`src/include/ptw_settings.svh`:
```
// ptw settings: address widths and field sizes for the three-level page table walker
`ifndef PTW_SETTINGS_SVH
`define PTW_SETTINGS_SVH

// ====================
// address scheme
// ====================
// 39-bit virtual, 40-bit physical, 4 KB base page
`define PTW_VPN_W     27
`define PTW_PPN_W     28
`define PTW_PADDR_W   40

// vpn bits consumed per table level
`define PTW_LVL_BITS  9

// ====================
// pte and refill fields
// ====================
`define PTW_PTE_W     64
`define PTW_FLG_W     14
`define PTW_ASID_W    16

// bank field, three 4-bit selects
// one per page size, 4 KB in the low nibble
`define PTW_BANK_W    12

`endif

```
`src/ptw_pkg.sv`:
```
// ptw package: request, memory response, pte views and refill entry types
`include "ptw_settings.svh"

package ptw_pkg;

  // access type encodings from the requester
  typedef enum logic [2:0] {
    ACC_LOAD  = 3'b010,
    ACC_FETCH = 3'b011,
    ACC_PREF  = 3'b100,
    ACC_STORE = 3'b110
  } access_type_e;

  typedef struct packed {
    logic                   valid;
    logic [`PTW_VPN_W-1:0]  vpn;
    logic [`PTW_BANK_W-1:0] bank;
    access_type_e           acc;
  } walk_req_t;

  typedef struct packed {
    logic                  valid;
    logic                  err;
    logic [`PTW_PTE_W-1:0] data;
  } mem_rsp_t;

  // ====================
  // pte word
  // ====================
  // hg is H at levels 1 and 2, G at level 3
  typedef struct packed {
    logic [2:0]            attr;
    logic [20:0]           rsv_hi;
    logic [`PTW_PPN_W-1:0] ppn;
    logic [2:0]            rsv_lo;
    logic                  w;
    logic                  p;
    logic                  hg;
    logic [4:0]            low;
    logic                  v;
  } pte_base_t;

  // huge pages reuse ppn bit 0 as global
  typedef struct packed {
    logic [2:0]  attr;
    logic [20:0] rsv_hi;
    logic [9:0]  ppn_hi;
    logic [8:0]  align_1g;
    logic [7:0]  align_2m;
    logic        g;
    logic [11:0] low;
  } pte_huge_t;

  typedef union packed {
    pte_base_t base;
    pte_huge_t huge;
  } pte_u;

  // one-hot, 1 GB in the msb
  typedef struct packed {
    logic sz_1g;
    logic sz_2m;
    logic sz_4k;
  } page_size_t;

  typedef enum logic [1:0] {
    LVL_NONE   = 2'd0,
    LVL_FIRST  = 2'd1,
    LVL_SECOND = 2'd2,
    LVL_THIRD  = 2'd3
  } walk_level_e;

  typedef struct packed {
    logic complete;
    logic acc_flt;
    logic pg_flt;
  } walk_status_t;

  typedef struct packed {
    logic [`PTW_VPN_W-1:0]  vpn;
    logic [`PTW_PPN_W-1:0]  ppn;
    logic [`PTW_FLG_W-1:0]  flg;
    page_size_t             pgs;
    logic                   g;
    logic [`PTW_ASID_W-1:0] asid;
    logic [3:0]             bank_sel;
  } refill_t;

endpackage

```
`src/ptw_walk_ctrl.sv`:
```
// ptw walk control: walk state machine, request register and status generation
`timescale 1ns/100ps

module ptw_walk_ctrl (
  input  logic                  ptw_clk,
  input  logic                  cpurst_b,
  input  ptw_pkg::walk_req_t    walk_req,
  input  ptw_pkg::mem_rsp_t     mem_rsp,
  input  logic                  leaf_hit,
  input  logic                  huge_hit,
  input  logic                  page_fault,
  input  logic                  refill_grant,
  output logic                  walk_busy,
  output logic                  mem_req,
  output logic                  addr_first,
  output ptw_pkg::walk_level_e  chk_level,
  output logic                  leaf_take,
  output ptw_pkg::walk_req_t    held_req,
  output logic                  refill_req,
  output ptw_pkg::walk_status_t status
);
  import ptw_pkg::*;

  typedef enum logic [3:0] {
    ST_IDLE, ST_FST_DATA, ST_FST_CHK, ST_SCD_DATA, ST_SCD_CHK,
    ST_THD_DATA, ST_THD_CHK, ST_ACC_FLT, ST_PGE_FLT, ST_DATA_VLD
  } walk_st_e;

  walk_st_e cur_st;
  walk_st_e nxt_st;
  logic     in_chk;

  // ====================
  // walk fsm
  // ====================
  always_ff @(posedge ptw_clk or negedge cpurst_b)
  begin
    if (!cpurst_b)
      cur_st <= ST_IDLE;
    else
      cur_st <= nxt_st;
  end

  always_comb
  begin
    nxt_st = cur_st;
    case (cur_st)
      ST_IDLE:
        if (walk_req.valid)
          nxt_st = ST_FST_DATA;
      ST_FST_DATA, ST_SCD_DATA, ST_THD_DATA:
      begin
        // bus error wins over data
        if (mem_rsp.err)
          nxt_st = ST_ACC_FLT;
        else if (mem_rsp.valid)
          nxt_st = walk_st_e'(cur_st + 4'd1);
      end
      ST_FST_CHK:
        if (page_fault)
          nxt_st = ST_PGE_FLT;
        else if (huge_hit)
          nxt_st = ST_DATA_VLD;
        else
          nxt_st = ST_SCD_DATA;
      ST_SCD_CHK:
        if (page_fault)
          nxt_st = ST_PGE_FLT;
        else if (huge_hit)
          nxt_st = ST_DATA_VLD;
        else
          nxt_st = ST_THD_DATA;
      ST_THD_CHK:
        if (page_fault)
          nxt_st = ST_PGE_FLT;
        else if (leaf_hit)
          nxt_st = ST_DATA_VLD;
      ST_ACC_FLT, ST_PGE_FLT:
        nxt_st = ST_IDLE;
      ST_DATA_VLD:
        if (refill_grant)
          nxt_st = ST_IDLE;
      default:
        nxt_st = ST_IDLE;
    endcase
  end

  // level of the pte being fetched or checked
  always_comb
  begin
    case (cur_st)
      ST_FST_DATA, ST_FST_CHK: chk_level = LVL_FIRST;
      ST_SCD_DATA, ST_SCD_CHK: chk_level = LVL_SECOND;
      ST_THD_DATA, ST_THD_CHK: chk_level = LVL_THIRD;
      default:                 chk_level = LVL_NONE;
    endcase
  end

  // request held for the whole walk
  always_ff @(posedge ptw_clk)
  begin
    if (addr_first)
      held_req <= walk_req;
  end

  assign in_chk     = (cur_st == ST_FST_CHK) || (cur_st == ST_SCD_CHK) || (cur_st == ST_THD_CHK);
  assign addr_first = (cur_st == ST_IDLE) && walk_req.valid;
  assign leaf_take  = in_chk && leaf_hit && !page_fault;
  assign walk_busy  = (cur_st != ST_IDLE);
  assign mem_req    = (cur_st == ST_FST_DATA) || (cur_st == ST_SCD_DATA)
                   || (cur_st == ST_THD_DATA);
  assign refill_req = (cur_st == ST_DATA_VLD);

  // ====================
  // walk status
  // ====================
  assign status.acc_flt  = (cur_st == ST_ACC_FLT);
  assign status.pg_flt   = (cur_st == ST_PGE_FLT);
  assign status.complete = status.acc_flt || status.pg_flt || (refill_req && refill_grant);

endmodule

```
`src/ptw_addr_gen.sv`:
```
// ptw address generation: per-level pte address and the register driving memory
`timescale 1ns/100ps
`include "ptw_settings.svh"

module ptw_addr_gen (
  input  logic                      ptw_clk,
  input  logic                      cpurst_b,
  input  ptw_pkg::walk_req_t        walk_req,
  input  ptw_pkg::walk_req_t        held_req,
  input  logic                      addr_first,
  input  ptw_pkg::walk_level_e      chk_level,
  input  ptw_pkg::mem_rsp_t         mem_rsp,
  input  logic [`PTW_PPN_W-1:0]     satp_ppn,
  output logic [`PTW_PADDR_W-1:0]   mem_addr
);
  import ptw_pkg::*;

  pte_u                    rsp_pte;
  logic [`PTW_PADDR_W-1:0] addr_nxt;

  assign rsp_pte = mem_rsp.data;

  // pte address is table base plus vpn slice times eight
  always_comb
  begin
    addr_nxt = mem_addr;
    if (addr_first)
      addr_nxt = {satp_ppn, walk_req.vpn[`PTW_VPN_W-1:2*`PTW_LVL_BITS], 3'b000};
    else if (mem_rsp.valid)
    begin
      case (chk_level)
        LVL_FIRST:
          addr_nxt = {rsp_pte.base.ppn,
                      held_req.vpn[2*`PTW_LVL_BITS-1:`PTW_LVL_BITS], 3'b000};
        LVL_SECOND:
          addr_nxt = {rsp_pte.base.ppn, held_req.vpn[`PTW_LVL_BITS-1:0], 3'b000};
        // third level fetches nothing more
        default:
          addr_nxt = mem_addr;
      endcase
    end
  end

  always_ff @(posedge ptw_clk or negedge cpurst_b)
  begin
    if (!cpurst_b)
      mem_addr <= '0;
    else if (addr_first || mem_rsp.valid)
      mem_addr <= addr_nxt;
  end

endmodule

```
`src/ptw_pte_check.sv`:
```
// ptw pte check: pte capture, huge leaf detection and page fault decision
`timescale 1ns/100ps

module ptw_pte_check (
  input  logic                 ptw_clk,
  input  logic                 cpurst_b,
  input  ptw_pkg::mem_rsp_t    mem_rsp,
  input  ptw_pkg::walk_level_e chk_level,
  input  ptw_pkg::walk_req_t   held_req,
  output ptw_pkg::pte_u        pte,
  output logic                 huge_hit,
  output logic                 leaf_hit,
  output logic                 page_fault
);
  import ptw_pkg::*;

  logic pte_usable;
  logic hit_1g;
  logic hit_2m;
  logic is_store;
  logic is_fetch;
  logic misalign;

  // latched on the response cycle, used in the check cycle
  always_ff @(posedge ptw_clk or negedge cpurst_b)
  begin
    if (!cpurst_b)
      pte <= '0;
    else if (mem_rsp.valid)
      pte <= mem_rsp.data;
  end

  // ====================
  // leaf detection
  // ====================
  assign pte_usable = pte.base.p && pte.base.v;
  assign hit_1g     = (chk_level == LVL_FIRST) && pte.base.hg && pte_usable;
  assign hit_2m     = (chk_level == LVL_SECOND) && pte.base.hg && pte_usable;
  assign huge_hit   = hit_1g || hit_2m;
  assign leaf_hit   = huge_hit || (chk_level == LVL_THIRD);

  // ====================
  // page fault
  // ====================
  assign is_store = (held_req.acc == ACC_STORE);
  assign is_fetch = (held_req.acc == ACC_FETCH);

  // huge ppn must be aligned to its page size
  assign misalign = hit_1g && (|{pte.huge.align_1g, pte.huge.align_2m})
                 || hit_2m && (|pte.huge.align_2m);

  // nx is attribute bit 62
  assign page_fault = leaf_hit && (   !pte.base.v
                                   || is_store && !pte.base.w
                                   || is_fetch && pte.base.attr[1]
                                   || misalign);

endmodule

```
`src/ptw_refill_build.sv`:
```
// ptw refill builder that captures the leaf pte and assembles the refill entry
`timescale 1ns/100ps
`include "ptw_settings.svh"

module ptw_refill_build (
  input  logic                     ptw_clk,
  input  logic                     cpurst_b,
  input  logic                     leaf_take,
  input  ptw_pkg::walk_level_e     chk_level,
  input  ptw_pkg::pte_u            pte,
  input  ptw_pkg::walk_req_t       held_req,
  input  logic [`PTW_ASID_W-1:0]   cur_asid,
  output ptw_pkg::refill_t         refill
);
  import ptw_pkg::*;

  page_size_t pgs_q;
  logic       ppn0_q;
  logic       g_q;

  // ====================
  // leaf capture
  // ====================
  always_ff @(posedge ptw_clk or negedge cpurst_b)
  begin
    if (!cpurst_b)
    begin
      pgs_q  <= '0;
      ppn0_q <= 1'b0;
      g_q    <= 1'b0;
    end
    else if (leaf_take)
    begin
      pgs_q.sz_1g <= (chk_level == LVL_FIRST);
      pgs_q.sz_2m <= (chk_level == LVL_SECOND);
      pgs_q.sz_4k <= (chk_level == LVL_THIRD);
      // bit 12 is g on huge pages
      ppn0_q      <= (chk_level == LVL_THIRD) ? pte.base.ppn[0] : 1'b0;
      g_q         <= (chk_level == LVL_THIRD) ? pte.base.hg : pte.huge.g;
    end
  end

  // ====================
  // entry assembly
  // ====================
  // vpn cleared below the page size
  assign refill.vpn = {`PTW_VPN_W{pgs_q.sz_1g}} & {held_req.vpn[26:18], 18'b0}
                    | {`PTW_VPN_W{pgs_q.sz_2m}} & {held_req.vpn[26:9], 9'b0}
                    | {`PTW_VPN_W{pgs_q.sz_4k}} & held_req.vpn;

  assign refill.ppn  = {pte.base.ppn[`PTW_PPN_W-1:1], ppn0_q};
  // top flag bit is spare
  assign refill.flg  = {1'b0, pte.base.attr, pte.huge.g, pte.huge.low[8:0]};
  assign refill.pgs  = pgs_q;
  assign refill.g    = g_q;
  assign refill.asid = cur_asid;

  assign refill.bank_sel = {4{pgs_q.sz_4k}} & held_req.bank[3:0]
                         | {4{pgs_q.sz_2m}} & held_req.bank[7:4]
                         | {4{pgs_q.sz_1g}} & held_req.bank[11:8];

endmodule

```
`src/ptw_top.sv`:
```
// ptw top: three-level page table walker built from control, address, check and refill blocks
`timescale 1ns/100ps
`include "ptw_settings.svh"

module ptw_top (
  input  logic                      ptw_clk,
  input  logic                      cpurst_b,
  input  ptw_pkg::walk_req_t        walk_req,
  input  ptw_pkg::mem_rsp_t         mem_rsp,
  input  logic                      refill_grant,
  input  logic [`PTW_PPN_W-1:0]     satp_ppn,
  input  logic [`PTW_ASID_W-1:0]    cur_asid,
  output logic                      walk_busy,
  output logic                      mem_req,
  output logic [`PTW_PADDR_W-1:0]   mem_addr,
  output logic                      refill_req,
  output ptw_pkg::refill_t          refill,
  output ptw_pkg::walk_status_t     status
);
  import ptw_pkg::*;

  logic        addr_first;
  logic        leaf_take;
  logic        leaf_hit;
  logic        huge_hit;
  logic        page_fault;
  walk_level_e chk_level;
  walk_req_t   held_req;
  pte_u        pte;

  ptw_walk_ctrl ptw_walk_ctrl_i (
    .ptw_clk      (ptw_clk),
    .cpurst_b     (cpurst_b),
    .walk_req     (walk_req),
    .mem_rsp      (mem_rsp),
    .leaf_hit     (leaf_hit),
    .huge_hit     (huge_hit),
    .page_fault   (page_fault),
    .refill_grant (refill_grant),
    .walk_busy    (walk_busy),
    .mem_req      (mem_req),
    .addr_first   (addr_first),
    .chk_level    (chk_level),
    .leaf_take    (leaf_take),
    .held_req     (held_req),
    .refill_req   (refill_req),
    .status       (status)
  );

  ptw_addr_gen ptw_addr_gen_i (
    .ptw_clk    (ptw_clk),
    .cpurst_b   (cpurst_b),
    .walk_req   (walk_req),
    .held_req   (held_req),
    .addr_first (addr_first),
    .chk_level  (chk_level),
    .mem_rsp    (mem_rsp),
    .satp_ppn   (satp_ppn),
    .mem_addr   (mem_addr)
  );

  ptw_pte_check ptw_pte_check_i (
    .ptw_clk    (ptw_clk),
    .cpurst_b   (cpurst_b),
    .mem_rsp    (mem_rsp),
    .chk_level  (chk_level),
    .held_req   (held_req),
    .pte        (pte),
    .huge_hit   (huge_hit),
    .leaf_hit   (leaf_hit),
    .page_fault (page_fault)
  );

  ptw_refill_build ptw_refill_build_i (
    .ptw_clk   (ptw_clk),
    .cpurst_b  (cpurst_b),
    .leaf_take (leaf_take),
    .chk_level (chk_level),
    .pte       (pte),
    .held_req  (held_req),
    .cur_asid  (cur_asid),
    .refill    (refill)
  );

endmodule

```
`config.mk`:
```
export PLATFORM = sky130hd
export DESIGN_NAME = ptw_top
export DESIGN_NICKNAME = d
export VERILOG_FILES = /design/src/ptw_pkg.sv /design/src/ptw_walk_ctrl.sv /design/src/ptw_addr_gen.sv /design/src/ptw_pte_check.sv /design/src/ptw_refill_build.sv /design/src/ptw_top.sv
export VERILOG_INCLUDE_DIRS = /design/src /design/src/include
export SDC_FILE = /design/constraint.sdc
export NUM_CORES = 1
export LEC_CHECK = 0
export BUFFER_PORTS_ARGS = -buffer_cell sky130_fd_sc_hd__buf_4
export CORE_MARGIN = 5
export CORE_UTILIZATION = 35
export DETAILED_ROUTE_END_ITERATION = 12
export PLACE_DENSITY = 0.64
export SKIP_CTS_REPAIR_TIMING = 1
export SLEW_MARGIN = 20
export SYNTH_ARGS = -nofsm -noshare
export SYNTH_HDL_FRONTEND = slang
export SYNTH_HIERARCHICAL = 1
export SYNTH_SLANG_ARGS = --single-unit
```
`constraint.sdc`:
```
create_clock -name ptw_clk -period 4.7 [get_ports ptw_clk]
set_input_delay 0.705 -clock ptw_clk [delete_from_list [all_inputs] [get_ports ptw_clk]]
set_output_delay 0.705 -clock ptw_clk [all_outputs]
set_load 0.1 [all_outputs]
```
==> summary.json <==
{
  "number_of_global_route_vias_before_repair": {"value": 4642},
  "hold_violations": {"value": 0},
  "layout.core_utilization": {"value": 46.7, "unit": "%"},
  "routed_wire_length_per_instance": {"value": 18.4, "unit": "microns"},
  "r2r_start": {"value": "ptw_walk_ctrl_i/cur_st[1]"},
  "grt_first_pass_wirelength": {"value": 26.5, "unit": "mm"},
  "areaGrowthSynthToFinish": {"value": 31.0, "unit": "%"},
  "worst_slew_pin_slew": {"value": 1.02, "unit": "ns"},
  "drc": {"value": 0},
  "floorplan.initialDensity": {"value": 35.7, "unit": "%"},
  "critical_path.startpoint": {"value": "ptw_walk_ctrl_i/cur_st[1]"},
  "sequential_cell_area": {"value": 0.00341, "unit": "sq mm"},
  "ant_nets": {"value": 0},
  "cap_viol_max_count": {"value": 0},
  "floorplan.die.width": {"value": 146, "unit": "microns"},
  "critical_path.startpoint_type": {"value": "flop"},
  "commonest_non_fill_non_tap_cell_in_the_layout": {"value": "buf_4"},
  "antenna_violations_before_repair": {"value": 0},
  "numPortBuffers": {"value": 234},
  "route.detailed.vias_per_inst": {"value": 4.80},
  "worst-r2r-cell-count": {"value": 10},
  "drt_iter0_markers": {"value": 263},
  "final_global_route_overflow_total": {"value": 0},
  "worst_slew_margin_rel": {"value": 32.2, "unit": "%"},
  "achievable-frequency": {"value": 0.283, "unit": "GHz"},
  "max-clock-path-buffers": {"value": 2},
  "setup_viol": {"value": 0},
  "drive_gt1_share": {"value": 56.7, "unit": "%"},
  "placement_rows": {"value": 49},
  "crit_fanout": {"value": 22},
  "criticalPathCategory": {"value": "reg -> reg"},
  "cell_area_after_synthesis": {"value": 0.00645, "unit": "sq mm"},
  "cts_max_level": {"value": 4},
  "cts-buffers-inserted": {"value": 17},
  "floorplan.io_pins": {"value": 295},
  "design.final.nets": {"value": 816},
  "clk_latency": {"value": 0.41, "unit": "ns"},
  "fillcell_total": {"value": 1662},
  "vias": {"value": 4313},
  "report.final.slew_viol_count": {"value": 0},
  "route.final.wire_length": {"value": 16.5, "unit": "mm"},
  "syn-mean-instance-area": {"value": 13.4, "unit": "sq um"},
  "setup-tns-final": {"value": 0, "unit": "ns"},
  "die_height": {"value": 146, "unit": "microns"},
  "mostFrequentLayoutCells": {"value": "236 x buf_4, 86 x dfrtp_1, 75 x mux2_2"},
  "worst_hold_path_type": {"value": "in -> async"},
  "critPathRequiredTime": {"value": 4.99, "unit": "ns"},
  "clock-sinks": {"value": 128},
  "end_kind": {"value": "flop"},
  "yosys_warnings": {"value": 6},
  "multi_input_area": {"value": 0.00232, "unit": "sq mm"},
  "cts.root.buffer_cell": {"value": "clkbuf_16"},
  "dp_cells": {"value": 866},
  "globalRouteTotalUtil": {"value": 15.6, "unit": "%"},
  "crit_arrival": {"value": 3.82, "unit": "ns"},
  "estimated_wirelength_of_the_detail_placed_design": {"value": 11.8, "unit": "mm"},
  "min_period": {"value": 3.53, "unit": "ns"},
  "run_status": {"value": "finished clean"},
  "final-instance-count-excl-fill": {"value": 898},
  "overall_die_area": {"value": 0.0213, "unit": "sq mm"},
  "maximum_number_of_pins_on_one_net_before_global_route_repair": {"value": 87},
  "cts.clk_slew.worst_paths": {"value": 0.06, "unit": "ns"},
  "final.setup_skew": {"value": 0.00578, "unit": "ns"},
  "layout_worst_path_cycle_share": {"value": 75.2, "unit": "%"},
  "drt_pass1_iterations": {"value": 4},
  "gp_routability_congestion": {"value": 0.811},
  "tritoncts": {"value": "built"},
  "diodes": {"value": 0},
  "setup_repair_after_global_routing_missed_its_margin": {"value": "false"},
  "core_region_area": {"value": 0.0181, "unit": "sq mm"},
  "synthesis.instances": {"value": 482}
}
[worst max-delay path, stage by stage, from the launching register on]
cell      delay (ns)
dfrtp_1         0.42
inv_1           0.11
ha_1            0.27
nor2_1          0.09
nor2_2          0.73
nand2b_1        0.24
a31oi_1         0.32
o31a_1          0.35
nor2b_1         0.12
a221o_2         0.44
mux2_4          0.32
[layout make-up]
class,instances,area share (%)
Clock buffer,22,5.37
Clock inverter,10,1.32
Sequential cell,128,40.4
Multi-Input combinational cell,250,27.5
Inverter,22,0.977
Timing Repair Buffer,237,21.1
Tap cell,229,3.39
[metal layers]
metal / track usage (%) / vias to the layer above / wire [microns]
met5: 0 / - / 0
li1: - / 2007 / -
met2: 25.2 / 167 / 8020
met3: 6.17 / 30 / 1330
met1: 19.4 / 2109 / 6900
met4: 4.65 / 0 / 256
[state kept, by name (all words and copies together), names as in the netlist]
| name | cells |
|---|---|
| ptw_walk_ctrl_i/held_req | 42 |
| ptw_refill_build_i/refill | 3 |
| ptw_refill_build_i/g_q | 1 |
| ptw_addr_gen_i/mem_addr | 37 |
| ptw_walk_ctrl_i/cur_st | 4 |
| ptw_refill_build_i/ppn0_q | 1 |
| ptw_pte_check_i/pte | 40 |
[final timing paths]
kind | endpoint | slack [ns]
worst min-delay path | ptw_addr_gen_i/mem_addr[38] | 0.36
worst max-delay path | ptw_walk_ctrl_i/cur_st[1] | 1.17
worst min register to register | ptw_pte_check_i/pte[32] | 0.51
worst max register to register | ptw_walk_ctrl_i/cur_st[1] | 1.17
min in group ptw_clk | ptw_walk_ctrl_i/held_req[20] | 0.47
max in group asynchronous | ptw_addr_gen_i/mem_addr[28] | 3.78
[stage by stage]
| step | hold WS, ns | instance area, sq um | worst slack (ns) |
|---|---|---|---|
| final | 0.361 | 8450 | 1.17 |
| after global routing | 0.413 | 8450 | 0.942 |
| after CTS | 0.449 | 8450 | 1.11 |
| after detailed placement | 0.496 | 7880 | 1.15 |
| after global placement | 0.494 | 7880 | 1.28 |
| after floorplan | 0.409 | 6460 | 1.36 |
Power is not shown: default switching activity piles up to over one toggle a cycle in this logic, so the estimate is an artifact.
